File: src/rtl/rv_pkg.sv
package rv_pkg;

  localparam int xlen       = 32;
  localparam int mem_words  = 256;
  localparam int mem_addr_w = 8;

  // ~~~~~~~~~~~~~~~~~~~~~~~~~~~~~~~~~~~~~~~~~~~~~~~~~~~~~~~~~~~~
  // Encodings
  // ~~~~~~~~~~~~~~~~~~~~~~~~~~~~~~~~~~~~~~~~~~~~~~~~~~~~~~~~~~~~

  typedef enum logic [6:0] {
    op_r   = 7'b0110011,
    op_i   = 7'b0010011,
    op_lw  = 7'b0000011,
    op_sw  = 7'b0100011,
    op_beq = 7'b1100011,
    op_jal = 7'b1101111
  } opcode_t;

  typedef enum logic [2:0] {
    alu_add, alu_sub, alu_and, alu_or, alu_slt
  } alu_op_t;

  typedef enum logic [3:0] {
    s_fetch, s_decode, s_mem_adr, s_mem_read, s_mem_wb, s_mem_write,
    s_execute_r, s_execute_i, s_alu_wb, s_branch, s_jump
  } fsm_state_t;

  typedef enum logic [1:0] {src_a_zero, src_a_old_pc, src_a_rs1} src_a_t;
  typedef enum logic [1:0] {src_b_rs2, src_b_imm, src_b_four} src_b_t;
  typedef enum logic [1:0] {res_alu_out, res_data, res_alu_result} result_src_t;
  typedef enum logic [1:0] {cls_add, cls_sub, cls_funct} alu_class_t; // Forced or decoded

  // ~~~~~~~~~~~~~~~~~~~~~~~~~~~~~~~~~~~~~~~~~~~~~~~~~~~~~~~~~~~~
  // Instruction formats
  // ~~~~~~~~~~~~~~~~~~~~~~~~~~~~~~~~~~~~~~~~~~~~~~~~~~~~~~~~~~~~

  typedef struct packed {
    logic [6:0] funct7;
    logic [4:0] rs2;
    logic [4:0] rs1;
    logic [2:0] funct3;
    logic [4:0] rd;
    opcode_t    opcode;
  } r_fmt_t;

  typedef struct packed {
    logic [11:0] imm;
    logic [4:0]  rs1;
    logic [2:0]  funct3;
    logic [4:0]  rd;
    opcode_t     opcode;
  } i_fmt_t;

  typedef struct packed {
    logic [6:0] imm_hi;
    logic [4:0] rs2;
    logic [4:0] rs1;
    logic [2:0] funct3;
    logic [4:0] imm_lo;
    opcode_t    opcode;
  } s_fmt_t;

  typedef struct packed {
    logic       imm12;
    logic [5:0] imm10_5;
    logic [4:0] rs2;
    logic [4:0] rs1;
    logic [2:0] funct3;
    logic [3:0] imm4_1;
    logic       imm11;
    opcode_t    opcode;
  } b_fmt_t;

  typedef struct packed {
    logic       imm20;
    logic [9:0] imm10_1;
    logic       imm11;
    logic [7:0] imm19_12;
    logic [4:0] rd;
    opcode_t    opcode;
  } j_fmt_t;

  typedef union packed {
    r_fmt_t r_fmt;
    i_fmt_t i_fmt;
    s_fmt_t s_fmt;
    b_fmt_t b_fmt;
    j_fmt_t j_fmt;
  } instr_t;

  // ~~~~~~~~~~~~~~~~~~~~~~~~~~~~~~~~~~~~~~~~~~~~~~~~~~~~~~~~~~~~
  // Control word and ports
  // ~~~~~~~~~~~~~~~~~~~~~~~~~~~~~~~~~~~~~~~~~~~~~~~~~~~~~~~~~~~~

  typedef struct packed {
    logic        adr_src;   // Data address instead of pc
    logic        ir_write;
    logic        reg_write;
    logic        mem_write;
    logic        pc_update;
    src_a_t      src_a;
    src_b_t      src_b;
    result_src_t result_src;
    alu_class_t  alu_op_class;
  } ctrl_t;

  typedef struct packed {
    logic                  valid;
    logic [mem_addr_w-1:0] addr;
    logic [xlen-1:0]       data;
  } prog_load_t;

  typedef struct packed {
    logic                  valid;
    logic [mem_addr_w-1:0] addr;
    logic [xlen-1:0]       data;
  } store_evt_t;

endpackage

File: src/rtl/execute.sv
module execute
  ( input  logic                    clk
  , input  rv_pkg::ctrl_t           ctrl
  , input  rv_pkg::alu_op_t         alu_op
  , input  logic [rv_pkg::xlen-1:0] rs1
  , input  logic [rv_pkg::xlen-1:0] rs2
  , input  logic [rv_pkg::xlen-1:0] imm_ext
  , input  logic [rv_pkg::xlen-1:0] old_pc
  , output logic [rv_pkg::xlen-1:0] alu_result
  , output logic [rv_pkg::xlen-1:0] alu_out
  , output logic                    zero
  );

  logic [rv_pkg::xlen-1:0] src_a;
  logic [rv_pkg::xlen-1:0] src_b;

  always_comb begin
    case (ctrl.src_a)
      rv_pkg::src_a_old_pc: src_a = old_pc;
      rv_pkg::src_a_rs1:    src_a = rs1;
      default:              src_a = '0;
    endcase
  end

  always_comb begin
    case (ctrl.src_b)
      rv_pkg::src_b_imm:  src_b = imm_ext;
      rv_pkg::src_b_four: src_b = 32'd4;
      default:            src_b = rs2;
    endcase
  end

  // ~~~~~~~~~~~~~~~~~~~~~~~~~~~~~~~~~~~~~~~~~~~~~~~~~~~~~~~~~~~~
  // ALU
  // ~~~~~~~~~~~~~~~~~~~~~~~~~~~~~~~~~~~~~~~~~~~~~~~~~~~~~~~~~~~~

  always_comb begin
    case (alu_op)
      rv_pkg::alu_sub: alu_result = src_a - src_b;
      rv_pkg::alu_and: alu_result = src_a & src_b;
      rv_pkg::alu_or:  alu_result = src_a | src_b;
      rv_pkg::alu_slt: alu_result = {31'd0, $signed(src_a) < $signed(src_b)};
      default:         alu_result = src_a + src_b;
    endcase
  end

  assign zero = (alu_result == '0); // Equality test for beq

  always_ff @(posedge clk) begin
    alu_out <= alu_result;
  end

endmodule

File: config.mk
export PLATFORM = sky130hd
export DESIGN_NAME = execute
export DESIGN_NICKNAME = d
export VERILOG_FILES = /design/src/rtl/rv_pkg.sv /design/src/rtl/execute.sv
export SDC_FILE = /design/constraint.sdc
export NUM_CORES = 1
export LEC_CHECK = 0
export BUFFER_PORTS_ARGS = -buffer_cell sky130_fd_sc_hd__buf_2
export CAP_MARGIN = 20
export CORE_MARGIN = 4
export CORE_UTILIZATION = 45
export CTS_CLUSTER_DIAMETER = 100
export DETAILED_ROUTE_END_ITERATION = 10
export GPL_TIMING_DRIVEN = 1
export PLACE_DENSITY = 0.82
export SYNTH_ARGS = -nofsm -noshare
export SYNTH_HDL_FRONTEND = slang
export SYNTH_SLANG_ARGS = --single-unit
File: constraint.sdc
create_clock -name clk -period 4.2 [get_ports clk]
set_clock_uncertainty 0.05 [all_clocks]
set_input_delay 0.21 -clock clk [delete_from_list [all_inputs] [get_ports clk]]
set_output_delay 0.21 -clock clk [all_outputs]
set_load 0.05 [all_outputs]
==> results of run 1 <==
-- final cells by class --
type	instances	share of cell area, %
clock inverter	2	0.290
multi-input combinational	835	56.7
sequential	32	5.29
timing repair buffer	542	31.3
clock buffer	6	1.07
antenna	1	0.0207
inverter	100	3.16
tap	211	2.18
-- power by group through the flow --
| stage | logic (W) | clock network (W) | registers (W) |
|---|---|---|---|
| 4_1_cts | 0.00261 | 0.000419 | 0.000388 |
| 5_1_grt | 0.00293 | 0.000433 | 0.000393 |
| 3_5_place_dp | 0.00242 | 0 | 0.000394 |
| 3_3_place_gp | 0.00239 | 0 | 0.000391 |
| 6_report | 0.00278 | 0.000420 | 0.000388 |
| 2_1_floorplan | 0.00121 | 0 | 0.000640 |
-- metal layers --
metal | GRT usage [%] | up-vias | share of wire (%)
li1 | - | 4749 | -
met1 | 48.9 | 4918 | 40
met2 | 61.8 | 688 | 45
met3 | 6.76 | 137 | 11
met4 | 13.8 | 0 | 4.0
met5 | 0 | - | 0
-- worst max-delay path, stage by stage --
cell                       delay, ns
sky130_fd_sc_hd__buf_8          0.09
sky130_fd_sc_hd__inv_8          0.03
sky130_fd_sc_hd__ha_4           0.31
sky130_fd_sc_hd__nor2b_4        0.07
sky130_fd_sc_hd__buf_12         0.14
sky130_fd_sc_hd__a22o_4         0.25
sky130_fd_sc_hd__ha_4           0.18
sky130_fd_sc_hd__fa_2           0.38
sky130_fd_sc_hd__nor3_4         0.17
sky130_fd_sc_hd__buf_4          0.16
sky130_fd_sc_hd__o311ai_2       0.12
sky130_fd_sc_hd__a311oi_2       0.42
sky130_fd_sc_hd__o311ai_2       0.19
sky130_fd_sc_hd__a21oi_2        0.25
sky130_fd_sc_hd__o221ai_4       0.14
sky130_fd_sc_hd__a221o_1        0.30
sky130_fd_sc_hd__nor4_2         0.14
sky130_fd_sc_hd__nand4b_1       0.13
sky130_fd_sc_hd__nand2b_4       0.17
sky130_fd_sc_hd__nor3_4         0.17
sky130_fd_sc_hd__buf_6          0.18
-- worst max path at each step --
| stage | start | end |
|---|---|---|
| 5_1_grt | ctrl[4] | zero |
| 4_1_cts | ctrl[4] | zero |
| 6_report | ctrl[4] | zero |
| 3_5_place_dp | ctrl[4] | zero |
| 2_1_floorplan | ctrl[4] | zero |
| 3_3_place_gp | ctrl[4] | zero |
-- logic make-up (layout without fill, tap and decap cells) --
family	after synthesis	in the layout	synth area share, %
compound gates	372	372	37.5
simple gates	333	334	22.5
buf+inv	164	650	9.20
fa+ha+maj	102	102	18.2
flops	32	32	9.03
xor+xnor	16	16	1.97
mux	11	11	1.59
other cells	0	1	0
-- what timing repair did --
action	4_1_cts	5_1_grt
gates cloned	2	0
resized for setup	123	65
pin swaps	56	22
endpoints found under the setup margin	7	10
buffers inserted	16	12
hold endpoints to repair	0	0
-- cell usage in the layout (no fill, tap or decap), types with 28 or more instances in the layout --
master,instances
sky130_fd_sc_hd__buf_2,189
sky130_fd_sc_hd__o21ai_0,34
sky130_fd_sc_hd__nor2_1,99
sky130_fd_sc_hd__a22oi_1,35
sky130_fd_sc_hd__nand2_1,91
sky130_fd_sc_hd__dfxtp_1,32
sky130_fd_sc_hd__ha_1,79
sky130_fd_sc_hd__buf_4,329
sky130_fd_sc_hd__a22o_1,28
sky130_fd_sc_hd__a21oi_1,52
sky130_fd_sc_hd__inv_1,97
-- through the flow --
stage               power, W  utilization (%)
floorplan            0.00185                -
global placement     0.00278             70.4
detailed placement   0.00281             70.4
CTS                  0.00341             76.9
global route         0.00376             79.0
finish               0.00359             79.0
==> results by stage, run 1 <==
Status:
- The flow ran to the end, but the final reports show violations.
- The checks that failed: setup timing.

CTS:
- The tree is rooted in a sky130_fd_sc_hd__clkbuf_16.
- TritonCTS built the clock tree.
- The number of clock sinks seen by CTS is 32.
- The H-tree was split into 2 levels.
- Counting along the longest clock path gives a buffer depth of 2.
- The clock transition time at the flip-flop clock pins of the worst setup and hold paths is about 0.06 ns.
- Buffers inserted to repair hold after CTS numbered 0.
- TritonCTS created 5 clock buffers.

Hold path:
- The worst hold path stage count is 3.
- The startpoint identified for the worst hold timing path is alu_op[2].
- The end of the worst hold path is alu_out[1]$_DFF_P_.
- The min-delay analysis places its worst path in the category primary input to register.

Floorplanning:
- The area of the die is roughly 18000 µm².
- The number of placement rows is 45.
- In this run the horizontal extent of the chip is 134 µm.
- The die is around 130 µm tall.
- The I/O pin count is 210.
- Once the floorplan was initialized, standard cells occupied around 46% of the core.
- In this run the standard cell core region covers 15300 µm².

STA:
- In this run the tightest slew margin relative to its limit is a little over two fifths.
- Hold timing on the final database bottoms out at a slack of 0.458 ns.
- The count of final hold-check violations came to 0.
- The slew at the pin closest to its max-slew limit is roughly 0.84 ns.
- The clock period minus final worst setup slack is between 4 and 5 ns.
- The number of max-slew violations in the final report is 0.
- Setup total negative slack on the finished layout was measured at -0.417 ns.
- Setup repair after global routing could not meet its margin everywhere.
- The setup-violating endpoint count in the final report is 2.
- Based on the critical path, the design can be clocked at up to 224 MHz.
- The post-route worst setup slack is -0.273 ns.
- Dividing the final minimum period by the clock period gives 106%.

Drt:
- The total number of vias is between 10000 and 15000.
- For this block, the initial DRC count from the detailed router was around 1200.
- The detail route stage leaves a number of antenna-violating nets equal to 0.
- In the final routed layout, each cell accounts on average for 20.4 µm.
- In the routed design, unresolved DRC markers number 0.
- After detailed routing, the number of vias per cell comes to 6.07.
- Before antenna repair, the detailed router went through 6 iterations.
- For this block, the routed nets add up to approximately 35 mm of wire.

Finish:
- Relative to the synthesized area, the layout overhead comes to 70.5%.
- The storage element area is about 640 µm².
- In the final layout, the multi-input gates occupy 6860 µm².
- Ranked by flip-flop count, first place goes to alu_out.
- After the last flow step, the layout net total stands at 1763.
- The post-layout instance count excluding filler cells is 1729.
- The layout has 1106 filler cells.
- Once layout is done, the placed cells without fillers occupy about 12000 µm².
- In the final layout, the registers with the most flip-flops are alu_out x32.
- The share of layout cells above drive strength 1 is a little under half.
- The register with the most flip-flops in the layout has 32 of them.

Yosys:
- The share of the Yosys chip area taken by registers is under 10%.
- Synthesis produced between 1000 and 1500 cells.
- The number of different library cells in the post-synthesis netlist is 82.
- The number of nets produced by synthesis is 1277.
- The fraction of post-synthesis cell area in the top cell type by area is about 18%.
- In the post-synthesis netlist, the biggest area contributors are sky130_fd_sc_hd__ha_1, sky130_fd_sc_hd__dfxtp_1, sky130_fd_sc_hd__nor2_1.
- The most used flip-flop cell after synthesis is sky130_fd_sc_hd__dfxtp_1.
- The largest area contributor in the synthesized netlist is sky130_fd_sc_hd__ha_1.
- Counting flops and latches in the post-synthesis netlist gives 32.
- sky130_fd_sc_hd__nor2_1 is the most common cell in the netlist.
- The cell area that synthesis handed to floorplanning was approximately 7000 µm².
- For this run, asynchronously set or reset flops after synthesis account for 0%.
- Averaged over all synthesized cells, the footprint is between 6 and 7 µm².
- Yosys printed 0 warnings.
- Sorting the synthesized cells by how often they occur yields sky130_fd_sc_hd__nor2_1, sky130_fd_sc_hd__ha_1, sky130_fd_sc_hd__inv_1.
- The number of synthesized flops with an enable pin is 0.

Power and ir drop:
- The largest vdd supply drop is ~260 µV.
- In this run switching power makes up between 50% and 60% of total power.
- Sequential cells burn a little over a tenth of the power.
- Dividing total power by cell area gives a power density of ~300 nW/µm².
- The power share of the clock group is between 10% and 20%.
- The analysis attributes to cell leakage a power of 5.77 nW.
- The power spent charging and discharging nets is ~0.0018 W.
- The internal power of the cells totals roughly 0.0018 W.
- The share of total power in combinational logic is 77.5%.

Global route:
- The global route total overflow is 0.
- The via count of the first global-routing pass was a little over 10000.
- The number of antenna violations at the first check in global routing is 0.
- The first global-routing pass estimated 54.0 mm of wire.
- The pin count of the biggest net entering global routing is 38.
- The total global routing track utilization is a little under two fifths.

Place:
- The post-placement worst setup slack is -0.683 ns.
- Once placement finished, the instance area stood at ~11000 µm².
- The number of buffers added on ports is 200.
- After detailed placement, the design holds a cell count of around 1700.
- After legalization and detailed placement, the total HPWL measured 27.1 mm.
- At the end of routability-driven placement, the weighted congestion stood at ~0.99.

Worst setup path:
- The classification of the worst setup path is primary input to output pin.
- The worst setup path is launched from a primary input.
- Of all nets on the critical path, the largest fanout is 5.
- The data arrival time of the worst path is ~4.2 ns.
- STA classifies the critical path endpoint as an output pin.
- Data on the critical path is required at its endpoint by 3.94 ns.

Run:
- The max-cap violation count is 0.
Note: power is estimated with default switching activity, not from simulation.
==> inputs of run 2 (changes only) <==
Settings changed: REMOVE_ABC_BUFFERS set to 1.
==> run 2 against run 1 <==
  * The flow still finishes with violations (setup timing)
  * Clock power grew 20%
  * First-iteration DRC count shrank 17%
  * Setup slack lost 0.040 ns
  * Final cell count is the same
  * Combinational power shrank 6%
  * Critical path depth shrank 1
  * Design area shrank 4.6%
  * Routed wire length shrank 1.6%
  * Clock-buffer cell count grew 1
  * Sequential cell count is the same
  * Critical path type unchanged
==> results by stage, run 2 (synthesis results as in run 1) <==
Status:
- The run finished, with violations left.
- The checks that failed: setup timing.

Power and ir drop:
- The power spent charging and discharging nets is approximately 0.0018 W.
- The power share of the clock group is about 14%.
- Power spread over the standard cell area amounts to between 300 and 400 nW/µm².
- Combinational cells account for 74.6% of the total power.
- Of the total power, the share spent switching nets is approximately half.
- The largest vdd supply drop is approximately 200 µV.
- The internal portion of the total power is approximately 0.0017 W.
- In this run the static leakage power is ~5.6 nW.
- The portion of total power attributed to sequential cells is between 10% and 20%.

Finish:
- The post-layout instance count excluding filler cells is about 1700.
- The number of antenna diodes in the final layout is 0.
- The area growth from synthesis to layout is 62.5%.
- In the final layout, the share of cells above drive strength 1 is between 40 and 50%.
- The finished cells cover 11500 µm².
- The most frequent standard cell in the layout excluding fill and tap cells is sky130_fd_sc_hd__buf_4.
- The flip-flop count of the largest register after layout is 32.
- Ranked by flip-flop count, first place goes to alu_out.
- The largest registers in the layout are alu_out x32.
- After filler insertion, the fill cell instance count of the layout stands at between 1000 and 1500.
- The net count reported at finish is approximately 1800.
- Cells fill between 70% and 80% of the core in the end.
- The top cell types in the final layout, fill and taps aside, are sky130_fd_sc_hd__buf_4, sky130_fd_sc_hd__buf_2, sky130_fd_sc_hd__nor2_1.

CTS:
- The root buffer cell chosen for the clock tree is sky130_fd_sc_hd__clkbuf_16.
- The H-tree generated during clock tree synthesis spans 2 levels.
- TritonCTS built the clock tree.
- The maximum count of clock buffers along a single path is 2.
- The number of clock sinks seen by CTS is 32.
- Buffers inserted during clock tree synthesis total 5.
- The clock transition time at the flip-flop clock pins of the worst setup and hold paths is approximately 0.05 ns.
- For this design, the CTS-stage hold fixing added 0 buffers.

STA:
- At the pin with the least slew margin, the transition time is 0.779 ns.
- The tightest slew margin relative to the limit is 47.8%.
- The achievable clock frequency is approximately 220 MHz.
- The clock period minus final worst setup slack is around 4.5 ns.
- The post-route worst setup slack is -0.313 ns.
- The number of max-slew violations in the final report came to 0.
- The final cycle utilization of the critical path is 107%.
- After routing, the total negative slack on setup checks comes to -0.488 ns.
- Setup violations remaining at the end of the flow were counted as 3.
- The count of final hold-check violations came to 0.
- Setup repair after global routing could not meet its margin everywhere.
- The worst hold slack is between 0.4 and 0.5 ns.

Place:
- The final estimated routing congestion in global placement is 1.05.
- In this run the cell area measured after placement is about 11000 µm².
- The post-detailed-placement half-perimeter wirelength is between 20 and 30 mm.
- Input and output buffers added on the ports amount to 200.
- The number of placed cells counting well taps is 1712.

Floorplanning:
- The number of placement rows is 45.
- The area of the die is about 18000 µm².
- The floorplan step set the die height to between 100 and 150 µm.
- For this configuration, the core starts out at a cell density of a little under half.
- During I/O placement, the number of pins put on the boundary was 210.
- The core region is roughly 15000 µm².
- The die outline width is about 130 µm.

Drt:
- The via density per instance is 5.92.
- The detailed-route DRC error count is 0.
- The final route contains between 10000 and 15000 vias.
- The first-pass detailed-route iteration total is 6.
- The average wire length per cell after detail routing is 20.0 µm.
- In this run the remaining antenna-violating nets after routing total 0.
- The total wire length is around 35 mm.
- The first routing iteration left a little over 1000 violations.

Global route:
- The number of antenna violations at the first check in global routing came to 1.
- Across every metal layer, demand over resource in global routing totals roughly 37%.
- The global-route wire length before repair is between 50 and 60 mm.
- The global route total overflow is 0.
- The via count of the first global-routing pass is ~10000.
- Entering global routing, the biggest net connects 31 pins.

Run:
- The max-cap violation count is 0.

Worst setup path:
- At the worst endpoint, the arrival time is approximately 4.3 ns.
- The worst setup path is launched from a primary input.
- STA classifies the critical path endpoint as an output pin.
- STA puts the critical path data required time at 3.94 ns.
- The largest fanout of any net on the critical path is 5.
- The critical path is of the primary input to output pin type.

Hold path:
- The classification of the worst-slack hold path is primary input to register.
[run 2: cell count changes in the layout (fill, tap and decap cells not counted), sizes merged]
cell,change
buf,+2
bufbuf,-1
clkinv,-1
clkbuf,+2
nor2b,-1
diode,-1
[run 2: metal layers]
metal | up-vias | routed length, µm | global-route usage [%]
met5 | - | 13 | 0
met1 | 4856 | 14500 | 47.8
met3 | 88 | 3210 | 6.80
met2 | 556 | 16000 | 61.8
li1 | 4741 | - | -
met4 | 2 | 1010 | 9.49
[run 2: cell type report]
cell class,count,area (µm²),area share [%]
Timing Repair Buffer,544,3690,31.9
Inverter,100,375,3.25
Sequential cell,32,641,5.55
Multi-Input combinational cell,834,6390,55.4
Clock buffer,7,153,1.32
Tap cell,211,264,2.29
Clock inverter,1,30.0,0.260
[run 2: power groups by stage]
stage,clock network [W],logic [W],registers (W)
final,0.000505,0.00262,0.000387
after detailed placement,0,0.00239,0.000394
after floorplan,0,0.00110,0.000641
after global routing,0.000518,0.00276,0.000394
after global placement,0,0.00237,0.000392
after CTS,0.000503,0.00249,0.000388
[run 2: final timing paths]
check / from / end / slack [ns] / cells after the start
worst max-delay path: ctrl[6] / zero / -0.31 / 20
worst min-delay path: alu_op[2] / alu_out[1]$_DFF_P_ / 0.42 / 3
[run 2: per-stage QoR]
| stage | setup slack, ns | total power (W) |
|---|---|---|
| global placement | -0.670 | 0.00276 |
| CTS | -0.273 | 0.00338 |
| finish | -0.313 | 0.00351 |
| detailed placement | -0.820 | 0.00278 |
| global route | -0.477 | 0.00367 |
| floorplan | -2.01 | 0.00174 |
[run 2: worst max-delay path, stage by stage]
cell and delay, ns:
sky130_fd_sc_hd__buf_2 0.11, sky130_fd_sc_hd__inv_1 0.06, sky130_fd_sc_hd__ha_2 0.28, sky130_fd_sc_hd__buf_12 0.15, sky130_fd_sc_hd__buf_4 0.17, sky130_fd_sc_hd__nor2_4 0.16, sky130_fd_sc_hd__ha_4 0.23, sky130_fd_sc_hd__nor2_2 0.13
sky130_fd_sc_hd__buf_4 0.15, sky130_fd_sc_hd__o311ai_4 0.16, sky130_fd_sc_hd__a2111oi_4 0.43, sky130_fd_sc_hd__nor2_2 0.07, sky130_fd_sc_hd__nor4b_4 0.14, sky130_fd_sc_hd__or4b_4 0.55, sky130_fd_sc_hd__or3_4 0.41, sky130_fd_sc_hd__nor4_4 0.22
sky130_fd_sc_hd__nand4b_1 0.14, sky130_fd_sc_hd__nand2b_4 0.17, sky130_fd_sc_hd__nor3_2 0.13, sky130_fd_sc_hd__buf_6 0.18
[run 2: what timing repair did]
item / in CTS / in global routing
endpoints found under the setup margin: 13 / 13
resized for setup: 75 / 60
setup buffers: 6 / 3
pin swaps: 15 / 14
